===== src/rmii_pkg.sv =====
package rmii_pkg;

    ////////////////////////////////////////
    // RMII line side
    ////////////////////////////////////////

    localparam int DIBIT_W = 2;
    localparam int BYTE_W = 8;
    localparam int DIBITS_PER_BYTE = BYTE_W / DIBIT_W;

    // Preamble dibits are all 01 until the delimiter ends on 11
    localparam logic [BYTE_W-1:0] SFD_BYTE = 8'hD5;

endpackage


===== src/frame_pkg.sv =====
package frame_pkg;

    ////////////////////////////////////////
    // Frame buffer word
    ////////////////////////////////////////

    localparam int FRAME_WORD_W = rmii_pkg::BYTE_W + 1;

    // Marker flag picks the view
    typedef union packed {
        struct packed {
            logic                           marker;
            logic [rmii_pkg::BYTE_W-1:0]    value;
        } byte_view;
        struct packed {
            logic                           marker;
            logic [rmii_pkg::BYTE_W-2:0]    reserved;
            logic                           error;
        } marker_view;
    } frame_word_t;

    localparam int FRAME_DEPTH = 2048;
    localparam int PAYLOAD_DEPTH = 2048;

    ////////////////////////////////////////
    // Ethernet CRC-32, reflected
    ////////////////////////////////////////

    localparam int CRC_W = 32;
    localparam logic [CRC_W-1:0] CRC_POLY = 32'hEDB88320;
    localparam logic [CRC_W-1:0] CRC_INIT = '1;
    localparam logic [CRC_W-1:0] CRC_RESIDUE = 32'hDEBB20E3;

endpackage


===== src/ethernet_packet_parser.sv =====
`timescale 1ns/100ps

module ethernet_packet_parser (
    input  logic                            clock,
    input  logic                            arst_n,
    input  frame_pkg::frame_word_t          rd_data,
    input  logic                            rd_valid,
    output logic                            rd_ready,
    input  logic                            slot_free,
    output logic [rmii_pkg::BYTE_W-1:0]     wr_data,
    output logic                            wr_en,
    output logic                            frame_good,
    output logic                            frame_bad
);

    logic [frame_pkg::CRC_W-1:0]                crc;
    logic [$clog2(frame_pkg::PAYLOAD_DEPTH):0]  byte_count;
    logic                                       in_frame;
    logic                                       overflow;
    logic                                       take;
    logic                                       verdict_ok;

    function automatic logic [frame_pkg::CRC_W-1:0] crc_update(
        input logic [frame_pkg::CRC_W-1:0] crc_in,
        input logic [rmii_pkg::BYTE_W-1:0] data
    );
        logic [frame_pkg::CRC_W-1:0] c;
        c = crc_in ^ {{(frame_pkg::CRC_W - rmii_pkg::BYTE_W){1'b0}}, data};
        for (int i = 0; i < rmii_pkg::BYTE_W; i++) begin
            c = (c >> 1) ^ (frame_pkg::CRC_POLY & {frame_pkg::CRC_W{c[0]}});
        end
        return c;
    endfunction

    // Start only on a free slot, then run to the marker
    assign rd_ready = (in_frame | slot_free) & ~frame_good & ~frame_bad;
    assign take     = rd_valid & rd_ready;

    assign verdict_ok = (crc == frame_pkg::CRC_RESIDUE)
        & ~rd_data.marker_view.error & ~overflow;

    always_ff @(posedge clock or negedge arst_n) begin
        if (!arst_n) begin
            crc        <= frame_pkg::CRC_INIT;
            byte_count <= '0;
            in_frame   <= 1'b0;
            overflow   <= 1'b0;
            wr_en      <= 1'b0;
            frame_good <= 1'b0;
            frame_bad  <= 1'b0;
        end else begin
            wr_en      <= 1'b0;
            frame_good <= 1'b0;
            frame_bad  <= 1'b0;
            if (take && rd_data.byte_view.marker) begin
                frame_good <= verdict_ok;
                frame_bad  <= ~verdict_ok;
                crc        <= frame_pkg::CRC_INIT;
                byte_count <= '0;
                in_frame   <= 1'b0;
                overflow   <= 1'b0;
            end else if (take) begin
                in_frame <= 1'b1;
                crc      <= crc_update(crc, rd_data.byte_view.value);
                // Top count bit set means the payload buffer is full
                if (!byte_count[$high(byte_count)]) begin
                    wr_en      <= 1'b1;
                    byte_count <= byte_count + 1'b1;
                end else begin
                    overflow <= 1'b1;
                end
            end
        end
    end

    always_ff @(posedge clock) begin
        if (take) begin
            wr_data <= rd_data.byte_view.value;
        end
    end

endmodule


===== config.mk =====
export PLATFORM = sky130hd
export DESIGN_NAME = ethernet_packet_parser
export DESIGN_NICKNAME = d
export VERILOG_FILES = /design/src/rmii_pkg.sv /design/src/frame_pkg.sv /design/src/ethernet_packet_parser.sv
export SDC_FILE = /design/constraint.sdc
export NUM_CORES = 1
export LEC_CHECK = 0
export ABC_AREA = 1
export ABC_CLOCK_PERIOD_IN_PS = 1900
export BUFFER_PORTS_ARGS = -buffer_cell sky130_fd_sc_hd__buf_4
export CAP_MARGIN = 5
export CELL_PAD_IN_SITES_DETAIL_PLACEMENT = 0
export CELL_PAD_IN_SITES_GLOBAL_PLACEMENT = 2
export CORE_MARGIN = 2
export CORE_UTILIZATION = 25
export CTS_CLUSTER_SIZE = 30
export DETAILED_ROUTE_END_ITERATION = 10
export PLACE_DENSITY_LB_ADDON = 0.1
export SYNTH_ARGS = -nofsm -noshare
export SYNTH_HDL_FRONTEND = slang
export SYNTH_SLANG_ARGS = --single-unit

===== constraint.sdc =====
create_clock -name clock -period 1.9 [get_ports clock]
set_input_delay 0.19 -clock clock [delete_from_list [all_inputs] [get_ports clock]]
set_output_delay 0.19 -clock clock [all_outputs]
set_load 0.01 [all_outputs]

Word level (Yosys, flattened, before mapping)
Cells that the tools add are included.
- register bits after elaboration: 57
- bits of input ports: 13
- output and inout bits: 12
- word-level logic and storage cells: 52
- $add $sub $neg: 1
- equality and inequality tests: 2
- mux-type cells: 15
- bitwise gates (word level): 20
- reductions and logical operators: 5
- operators by type and width (operator ; count):
    $xor A31 B32 Y32 ; 8
    $mux W32 ; 2
    $mux W12 ; 3
    $eq A32 B32 Y1 const B ; 1
    $xor A32 B8 Y32 ; 1
    $add A12 B1 Y12 const B ; 1
    $mux W1 ; 10
    $and A1 B1 Y1 ; 5
    $not A1 Y1 ; 5
    $reduce_and A2 Y1 ; 2
    $reduce_bool A2 Y1 ; 2
    $ne A2 B1 Y1 const B ; 1
    $logic_and A1 B1 Y1 ; 1
    $or A1 B1 Y1 ; 1

Longest topological paths before layout
Gate-level depths: netlist of run 1.
- depth after elaboration: 11
- mapped depth: 13
- gate-level depth less buffers: 13

Least setup slack after synthesis of run 1
No wires, ideal clock.
- kind: register -> register
- from: register frame_good
- to: register wr_data[0] (netlist bit) (enable)
- setup time: 326 ps
- arrival: 1205 ps
- data required time: 1574 ps
- slack: 369 ps
- stages on the path, launching flop included: 5
- path buffers: 1
- clock period less this slack: 1531 ps
- cells stage by stage: dfrtp_1 -> nor3_4 -> nand2_4 -> clkinv_1 -> buf_2
- longest elaborated chain between the ends: 4
- ends and longest elaborated chain (what ; RTL line ; RTL):
    start: declaration ; ethernet_packet_parser.sv:12 ; output logic frame_good,
    start signal: assignment ; ethernet_packet_parser.sv:56 ; frame_good <= verdict_ok;
    $not A1 Y1 ; ethernet_packet_parser.sv:36 ; assign rd_ready = (in_frame | slot_free) & ~frame_good & ~frame_bad;
    $and A1 B1 Y1 (2 in series) ; ethernet_packet_parser.sv:36 ;
    net rd_ready ; ethernet_packet_parser.sv:8 ; output logic rd_ready,
    $and A1 B1 Y1 ; ethernet_packet_parser.sv:37 ; assign take = rd_valid & rd_ready;
    end signal: assignment ; ethernet_packet_parser.sv:78 ; wr_data <= rd_data.byte_view.value;
    end: declaration ; ethernet_packet_parser.sv:10 ; output logic [rmii_pkg::BYTE_W-1:0] wr_data,
The timed path passes the listed nets, and every way through them passes these cells.
A chain may end at the register's enable or synchronous reset.

Worst setup path after layout of run 1
- from: register crc[0] (netlist bit)
- to: register crc[19] (netlist bit)
- longest elaborated chain between the ends: 11
- ends and longest elaborated chain (what ; RTL line ; RTL):
    start: declaration ; ethernet_packet_parser.sv:16 ; logic [frame_pkg::CRC_W-1:0] crc;
    start signal: assignment ; ethernet_packet_parser.sv:44 ; crc <= frame_pkg::CRC_INIT;
    start signal: assignment ; ethernet_packet_parser.sv:58 ; crc <= frame_pkg::CRC_INIT;
    start signal: assignment ; ethernet_packet_parser.sv:64 ; crc <= crc_update(crc, rd_data.byte_view.value);
    $xor A32 B8 Y32 ; ethernet_packet_parser.sv:28 ; c = crc_in ^ {{(frame_pkg::CRC_W - rmii_pkg::BYTE_W){1'b0}}, data};
    $xor A31 B32 Y32 (8 in series) ; ethernet_packet_parser.sv:30 ; c = (c >> 1) ^ (frame_pkg::CRC_POLY & {frame_pkg::CRC_W{c[0]}});
    $mux W32 ; ethernet_packet_parser.sv:62 ; end else if (take) begin
    $mux W32 ; ethernet_packet_parser.sv:55 ; if (take && rd_data.byte_view.marker) begin
No other way between the ends. The select of a mux whose other input is x is not followed.

==> results of run 1 <==
-- kinds of logic (layout without fill, tap and decap cells) --
group | Yosys count | count (layout) | share of synthesized area [%]
simple gates | 240 | 240 | 31.8
fa+ha+maj | 1 | 1 | 0.337
compound gates | 48 | 48 | 8.12
xor+xnor | 38 | 38 | 10.5
buf+inv | 79 | 122 | 8.66
flops | 57 | 57 | 40.6
-- layout by cell type, fill, tap and decap left out, drive strengths merged, types with 6 or more instances in the layout --
cell type and count:
nand4 7, nor2 27, clkbuf 12, buf 32, xnor2 9, nand3 26
dfrtp 17, inv 72, edfxtp 8, o21ai 12, dfstp 32, nor3 6
nand2 164, a21oi 10, xor2 29, o22ai 18
-- cell type report --
cell class / instances / area, sq um / share of cell area [%]
Multi-Input combinational cell: 327 / 1890 / 42.1
Sequential cell: 57 / 1510 / 33.6
Inverter: 73 / 277 / 6.16
Clock buffer: 12 / 258 / 5.75
Timing Repair Buffer: 33 / 250 / 5.58
Tap cell: 184 / 230 / 5.13
Clock inverter: 4 / 75.1 / 1.67
-- registers in the layout, indices dropped and copies added (netlist names) --
register    cells
frame_good      1
overflow        1
crc            32
wr_en           1
in_frame        1
wr_data         8
frame_bad       1
byte_count     12
-- cell usage after synthesis (2+ instances only) --
cell                         n
sky130_fd_sc_hd__nand2_1   126
sky130_fd_sc_hd__inv_1      61
sky130_fd_sc_hd__dfstp_2    32
sky130_fd_sc_hd__nand2_2    29
sky130_fd_sc_hd__xor2_1     27
sky130_fd_sc_hd__nand3_1    26
sky130_fd_sc_hd__nor2_1     25
sky130_fd_sc_hd__o22ai_1    18
sky130_fd_sc_hd__dfrtp_1    17
sky130_fd_sc_hd__inv_2      10
sky130_fd_sc_hd__nand2_4     9
sky130_fd_sc_hd__a21oi_1     8
sky130_fd_sc_hd__edfxtp_1    8
sky130_fd_sc_hd__nand4_1     7
sky130_fd_sc_hd__o21ai_0     6
sky130_fd_sc_hd__o21ai_1     6
sky130_fd_sc_hd__xnor2_1     5
sky130_fd_sc_hd__nand3b_1    4
sky130_fd_sc_hd__a32oi_1     3
sky130_fd_sc_hd__buf_2       3
sky130_fd_sc_hd__nor3_1      3
sky130_fd_sc_hd__xnor2_2     3
sky130_fd_sc_hd__a22oi_1     2
sky130_fd_sc_hd__buf_6       2
sky130_fd_sc_hd__nor2_8      2
sky130_fd_sc_hd__nor3_2      2
sky130_fd_sc_hd__nor4_1      2
sky130_fd_sc_hd__o21a_1      2
sky130_fd_sc_hd__or2_2       2
sky130_fd_sc_hd__xor2_2      2
-- worst reg2reg max path: stages (launching register included) --
cell and delay, ps:
sky130_fd_sc_hd__dfstp_2 540, sky130_fd_sc_hd__nand2_1 90, sky130_fd_sc_hd__nand2_2 190, sky130_fd_sc_hd__buf_4 230, sky130_fd_sc_hd__nand3_1 130, sky130_fd_sc_hd__nand2_2 120
sky130_fd_sc_hd__xor2_2 180, sky130_fd_sc_hd__nand2_1 70, sky130_fd_sc_hd__nand2_1 60, sky130_fd_sc_hd__nor2_1 40
-- routing by layer --
layer	wire, microns	track usage, %
met5	0	0
met4	163	4.85
met3	412	3.44
met2	5170	23.3
met1	5670	21.9
-- report_power, final --
part / switching (mW) / total (mW) / internal [mW]
registers: 0.353 / 2.16 / 1.80
logic: 2.08 / 3.26 / 1.17
clock network: 0.648 / 1.88 / 1.23
-- metrics by stage --
step	instance area, sq um	power [mW]	worst slack [ps]	hold WS, ps
2_1_floorplan	3710	4.46	369	-106
3_3_place_gp	4140	5.50	141	310
3_5_place_dp	4140	5.44	152	307
4_1_cts	4480	7.36	139	46.4
5_1_grt	4490	7.86	24.9	43.7
6_report	4490	7.29	177	52.3
-- worst min path at each step --
stage,endpoint,start,depth (start not counted)
after floorplan,byte_count[0]$_DFFE_PN0P_,arst_n,0
after global placement,wr_en$_DFF_PN0_,arst_n,1
after detailed placement,wr_en$_DFF_PN0_,arst_n,1
after CTS,wr_data[6]$_DFFE_PN_,rd_data[6],1
after global routing,wr_data[6]$_DFFE_PN_,rd_data[6],1
final,wr_data[6]$_DFFE_PN_,rd_data[6],1
-- timing repair --
item	4_1_cts	5_1_grt
endpoints found under the hold margin	17	0
resized for setup	0	2
setup endpoints to repair	0	3
hold buffers	1	0
==> results_dict.tcl, run 1 <==
set metrics [dict create \
    cts_sinks 57 \
    clk-insertion-delay-late_ps 340 \
    final_cell_count_no_fill 690 \
    worst_pin_slew_ps 717 \
    fmax_mhz 580 \
    synthesis.instances 463 \
    sequential_cell_area_fraction_in_the_yosys_report_pct 40.6 \
    cp_cell_sequence "nand2_1, nand2_2, buf_4, nand3_1, nand2_2, xor2_2, nand2_1, nand2_1, nor2_1" \
    path_buf_inv 1 \
    hold_path.class "input pin to register" \
    cpPeakStageDelay_ps 540 \
    detailed_placer_s_ending_hpwl_microns 8380 \
    rows 44 \
    finalCriticalPeriod_ps 1720 \
    yosysTopAreaCell "sky130_fd_sc_hd__dfstp_2" \
    antenna_found_initial 0 \
    path_clk_slew_ps 60 \
    grt_residual_overflow 0 \
    endpoint_kind "register" \
    core_area_sq_um 14500 \
    grt_usage_pct 15.4 \
    clock_tree_from_tritoncts "yes" \
    synthesis_stage_register_bit_count 57 \
    critical-path-slowest-cell "sky130_fd_sc_hd__dfstp_2" \
    layout-drive-gt1-share_pct 28.5 \
    fin_tns_setup_ps 0 \
    finish.net_count 515 \
    detail_route.wl_per_cell_microns 16.6 \
    avgSynthCellArea_sq_um 8.02 \
    grt_first_pass_wirelength_microns 18100 \
    crit_type "register to register" \
    top_level_ports 25 \
    dieHeight_microns 126 \
    path_common_cell "sky130_fd_sc_hd__nand2_1" \
    worst_path_dominant_cell_family "simple AND/OR/NAND/NOR gates" \
    postLayoutCoreUtil_pct 30.9 \
    fillerInstances 1601 \
    worstPathArrival_ps 2000 \
    detail_route.wirelength_microns 11400 \
    grt_start_max_net_pins 50 \
    h-tree-depth 3 \
    syn_nets 477 \
    insertedDiodeCount 0 \
    post_synth_num_cell_types 41 \
    routed-via-count 3081 \
    worst-endpoint-required_ps 2170 \
    period_share_pct 90.7 \
    vdd_drop_max_mv 0.602 \
    finalClockSkew_ps 7.05 \
    cp-startpoint "crc[0]$_DFFE_PN1P_" \
    lkg_pwr_nw 2.14 \
    rr_startpoint "crc[0]$_DFFE_PN1P_" \
    syn2layout_area_growth_pct 20.8 \
    report.final.hold_viol_count 0 \
    outcome "completed" \
    floorplan_die_area_sq_um 15800 \
    startpoint_type_of_the_worst_setup_path "register" \
    cts_setup_buffers 0 \
    number_of_maximum_capacitance_violations 0 \
    r2r-end "crc[19]$_DFFE_PN1P_" \
    gp_congestion 0.782 \
    critical_path_peak_fanout 8 \
    critical_path_depth 9 \
    post-place-cells 673 \
    async_flop_share_pct 86.0 \
    port-buffer-count 24 \
    synthDominantCellAreaShare_pct 22.6 \
    post_detailed_route_via_to_cell_ratio 4.47 \
    initial_core_util_pct 25.6 \
    p_per_area_nw_per_um2 1630 \
    count_of_cells_along_the_worst_register_to_register_path 9 \
    cts_buffers 9 \
    clk_path_buf_depth 2 \
    postRouteAntennaNets 0 \
    slew_limit_headroom_pct 52.2 \
    dr.first_iter.drc_count 201 \
    final_setup_vio_count 0 \
    via_count_of_the_first_global_routing_pass 3013 \
    ctsRootBufferMaster "sky130_fd_sc_hd__clkbuf_16" \
    slew_viol_final 0 \
    syn-cell-area_sq_um 3710 \
    synth_edf_count 8 \
    unrepaired_setup_endpoints_after_global_routing "no" \
    synth_warnings 0 \
    crit_path_end "crc[19]$_DFFE_PN1P_" \
    dieWidth_microns 126 \
    first_pass_iters 4 \
    worst-r2r-setup-slack_ps 180 \
    post-route-drc-count 0 \
    synth_top_flop_cell "sky130_fd_sc_hd__dfstp_2" \
    largest_cells_by_area_after_synthesis "sky130_fd_sc_hd__dfstp_2, sky130_fd_sc_hd__nand2_1, sky130_fd_sc_hd__dfrtp_1" \
]
No activity file was read; power rests on OpenSTA's default activity.
==> inputs of run 2 (changes only) <==
--- a/config.mk
+++ b/config.mk
@@ -11,11 +11,12 @@
 export CAP_MARGIN = 5
 export CELL_PAD_IN_SITES_DETAIL_PLACEMENT = 0
 export CELL_PAD_IN_SITES_GLOBAL_PLACEMENT = 2
+export CORE_ASPECT_RATIO = 1.5
 export CORE_MARGIN = 2
 export CORE_UTILIZATION = 25
 export CTS_CLUSTER_SIZE = 30
 export DETAILED_ROUTE_END_ITERATION = 10
-export PLACE_DENSITY_LB_ADDON = 0.1
+export PLACE_DENSITY = 0.66
 export SYNTH_ARGS = -nofsm -noshare
 export SYNTH_HDL_FRONTEND = slang
 export SYNTH_SLANG_ARGS = --single-unit
==> run 2 against run 1 <==
Against the previous run: sequential power hardly changed; first-iteration DRC count is 41% lower; via count is 0.16% lower; flip-flop and latch count stayed put; highest routed layer unchanged; combinational power is 2% higher; die area is 0.13% higher; global-route usage is 0.64 points lower; count of clock-buffer cells in the layout is 2 lower; cell count is 1.6% higher; critical path depth is 1 higher; design area is 0.33% lower.
==> results_dict.tcl, run 2 (synthesis results as in run 1) <==
set metrics [dict create \
    initial_core_util_pct 25.6 \
    critical-path-slowest-cell "sky130_fd_sc_hd__dfstp_2" \
    gp_congestion 0.866 \
    unrepaired_setup_endpoints_after_global_routing "no" \
    finish.net_count 514 \
    detail_route.wirelength_microns 11100 \
    grt_first_pass_wirelength_microns 17600 \
    final_common_cell "sky130_fd_sc_hd__nand2_1" \
    port-buffer-count 24 \
    slew_viol_final 0 \
    topRoutingLayerUsed "met4" \
    top_level_ports 25 \
    count_of_cells_along_the_worst_register_to_register_path 10 \
    dieWidth_microns 104 \
    finalClockSkew_ps 13.1 \
    post-route-drc-count 0 \
    postRouteAntennaNets 0 \
    slew_limit_headroom_pct 53.5 \
    critical_path_peak_fanout 6 \
    finalPower_mw 7.09 \
    cpPeakStageDelay_ps 560 \
    post_detailed_route_via_to_cell_ratio 4.39 \
    layout-drive-gt1-share_pct 28.1 \
    biggestRegsByFlops "crc (32), byte_count (12), wr_data (8)" \
    final_cell_mix "sky130_fd_sc_hd__nand2_1, sky130_fd_sc_hd__inv_1, sky130_fd_sc_hd__dfstp_2" \
    worst_hold_path.num_cells 1 \
    worst-endpoint-required_ps 2160 \
    endpoint_kind "register" \
    path_buf_inv 1 \
    ctsRootBufferMaster "sky130_fd_sc_hd__clkbuf_16" \
    via_count_of_the_first_global_routing_pass 3170 \
    hold_path.class "input pin to register" \
    period_share_pct 92.6 \
    final_setup_vio_count 0 \
    ff_latch_area_sq_um 1510 \
    startpoint_type_of_the_worst_setup_path "register" \
    outcome "completed" \
    fillerInstances 1555 \
    layout_setup_ws_ps 140 \
    path_clk_slew_ps 60 \
    number_of_maximum_capacitance_violations 0 \
    insertedDiodeCount 0 \
    cts_sinks 57 \
    route.layer.met1.wl_microns 4270 \
    report.final.hold_viol_count 0 \
    dieHeight_microns 153 \
    rows 54 \
    cts_setup_buffers 0 \
    detailedPlace.worstSlack_ps 125 \
    flip_flop_count_of_the_largest_register_after_layout 32 \
    detail_route.wl_per_cell_microns 15.8 \
    fmax_mhz 568 \
    lkg_pwr_nw 2.14 \
    whs_endpoint "wr_data[2]$_DFFE_PN_" \
    p_per_area_nw_per_um2 1590 \
    dr.first_iter.drc_count 119 \
    timing.hold.ws_ps 48.4 \
    core_area_sq_um 14500 \
    cp_cell_sequence "inv_2, nand2_1, nand2_2, nand2_1, nand3_1, nand2_1, nand2_1, nand3_1, nand2_1, nor2_1" \
    multi_input_area_sq_um 1890 \
    syn2layout_area_growth_pct 20.4 \
    wl_met3_microns 325 \
    holdCritStartpoint "rd_data[2]" \
    antenna_found_initial 0 \
    biggest_register "crc" \
    grt_usage_pct 14.8 \
    grt_start_max_net_pins 50 \
    crit_type "register to register" \
    finalCriticalPeriod_ps 1760 \
    h-tree-depth 3 \
    worst-r2r-setup-slack_ps 140 \
    clk-insertion-delay-late_ps 340 \
    vdd_drop_max_mv 0.511 \
    met2_layer_wire_length_in_the_routed_design_microns 5930 \
    grt_residual_overflow 0 \
    routed-via-count 3076 \
    rr_startpoint "crc[3]$_DFFE_PN1P_" \
    cts_buffers 9 \
    detailed_placer_s_ending_hpwl_microns 8580 \
    first_pass_iters 4 \
    worstPathArrival_ps 2020 \
    clock_tree_from_tritoncts "yes" \
    r2r-end "crc[23]$_DFFE_PN1P_" \
    worst_path_dominant_cell_family "simple AND/OR/NAND/NOR gates" \
    fin_tns_setup_ps 0 \
    clk_path_buf_depth 2 \
    floorplan_die_area_sq_um 15900 \
    path_common_cell "sky130_fd_sc_hd__nand2_1" \
    worst_pin_slew_ps 698 \
]
[run 2: what timing repair did]
| item | CTS | global route |
|---|---|---|
| hold endpoints to repair | 17 | 0 |
| hold buffers | 1 | 0 |
| gates resized for setup | 0 | 1 |
| endpoints found under the setup margin | 0 | 2 |
[run 2: per-stage QoR]
step / util, % / instance area [sq um] / instances
floorplan: - / 3710 / 463
global placement: 28.6 / 4160 / 684
detailed placement: 28.6 / 4160 / 684
CTS: 30.7 / 4470 / 701
global route: 30.8 / 4470 / 701
finish: 30.8 / 4470 / 701
[run 2: report_power, final]
part	switching (mW)	internal, mW	total [mW]
registers	0.337	1.80	2.14
clock network	0.597	1.04	1.64
logic	2.16	1.16	3.32
[run 2: layout make-up]
class / count / area share [%]
multi-input cells: 327 / 42.3
flip-flops and latches: 57 / 33.7
inverters: 73 / 6.19
repair buffers: 32 / 5.71
well taps: 196 / 5.49
clock buffers: 10 / 5.35
clock inverters: 6 / 1.29
[run 2: how the worst max path moves through the flow]
| stage | depth (start not counted) | start | to | slack, ps |
|---|---|---|---|---|
| detailed placement | 9 | crc[0]$_DFFE_PN1P_ | crc[25]$_DFFE_PN1P_ | 120 |
| CTS | 9 | crc[0]$_DFFE_PN1P_ | crc[25]$_DFFE_PN1P_ | 90 |
| floorplan | 4 | frame_good$_DFF_PN0_ | wr_data[0]$_DFFE_PN_ | 370 |
| finish | 10 | crc[3]$_DFFE_PN1P_ | crc[23]$_DFFE_PN1P_ | 140 |
| global placement | 9 | crc[0]$_DFFE_PN1P_ | crc[25]$_DFFE_PN1P_ | 120 |
| global route | 8 | byte_count[0]$_DFFE_PN0P_ | byte_count[10]$_DFFE_PN0P_ | 9 |
[run 2: per-layer routing]
layer	GRT usage, %	vias to the layer above
met5	0	-
met4	9.78	0
met3	2.56	28
met2	27.2	59
met1	15.2	1448
li1	-	1541
[run 2: worst reg2reg max path, cell delays in order, from the launching register on]
cell and delay, ps:
sky130_fd_sc_hd__dfstp_2 560, sky130_fd_sc_hd__inv_2 60, sky130_fd_sc_hd__nand2_1 70, sky130_fd_sc_hd__nand2_2 180
sky130_fd_sc_hd__nand2_1 150, sky130_fd_sc_hd__nand3_1 90, sky130_fd_sc_hd__nand2_1 180, sky130_fd_sc_hd__nand2_1 150
sky130_fd_sc_hd__nand3_1 110, sky130_fd_sc_hd__nand2_1 50, sky130_fd_sc_hd__nor2_1 80
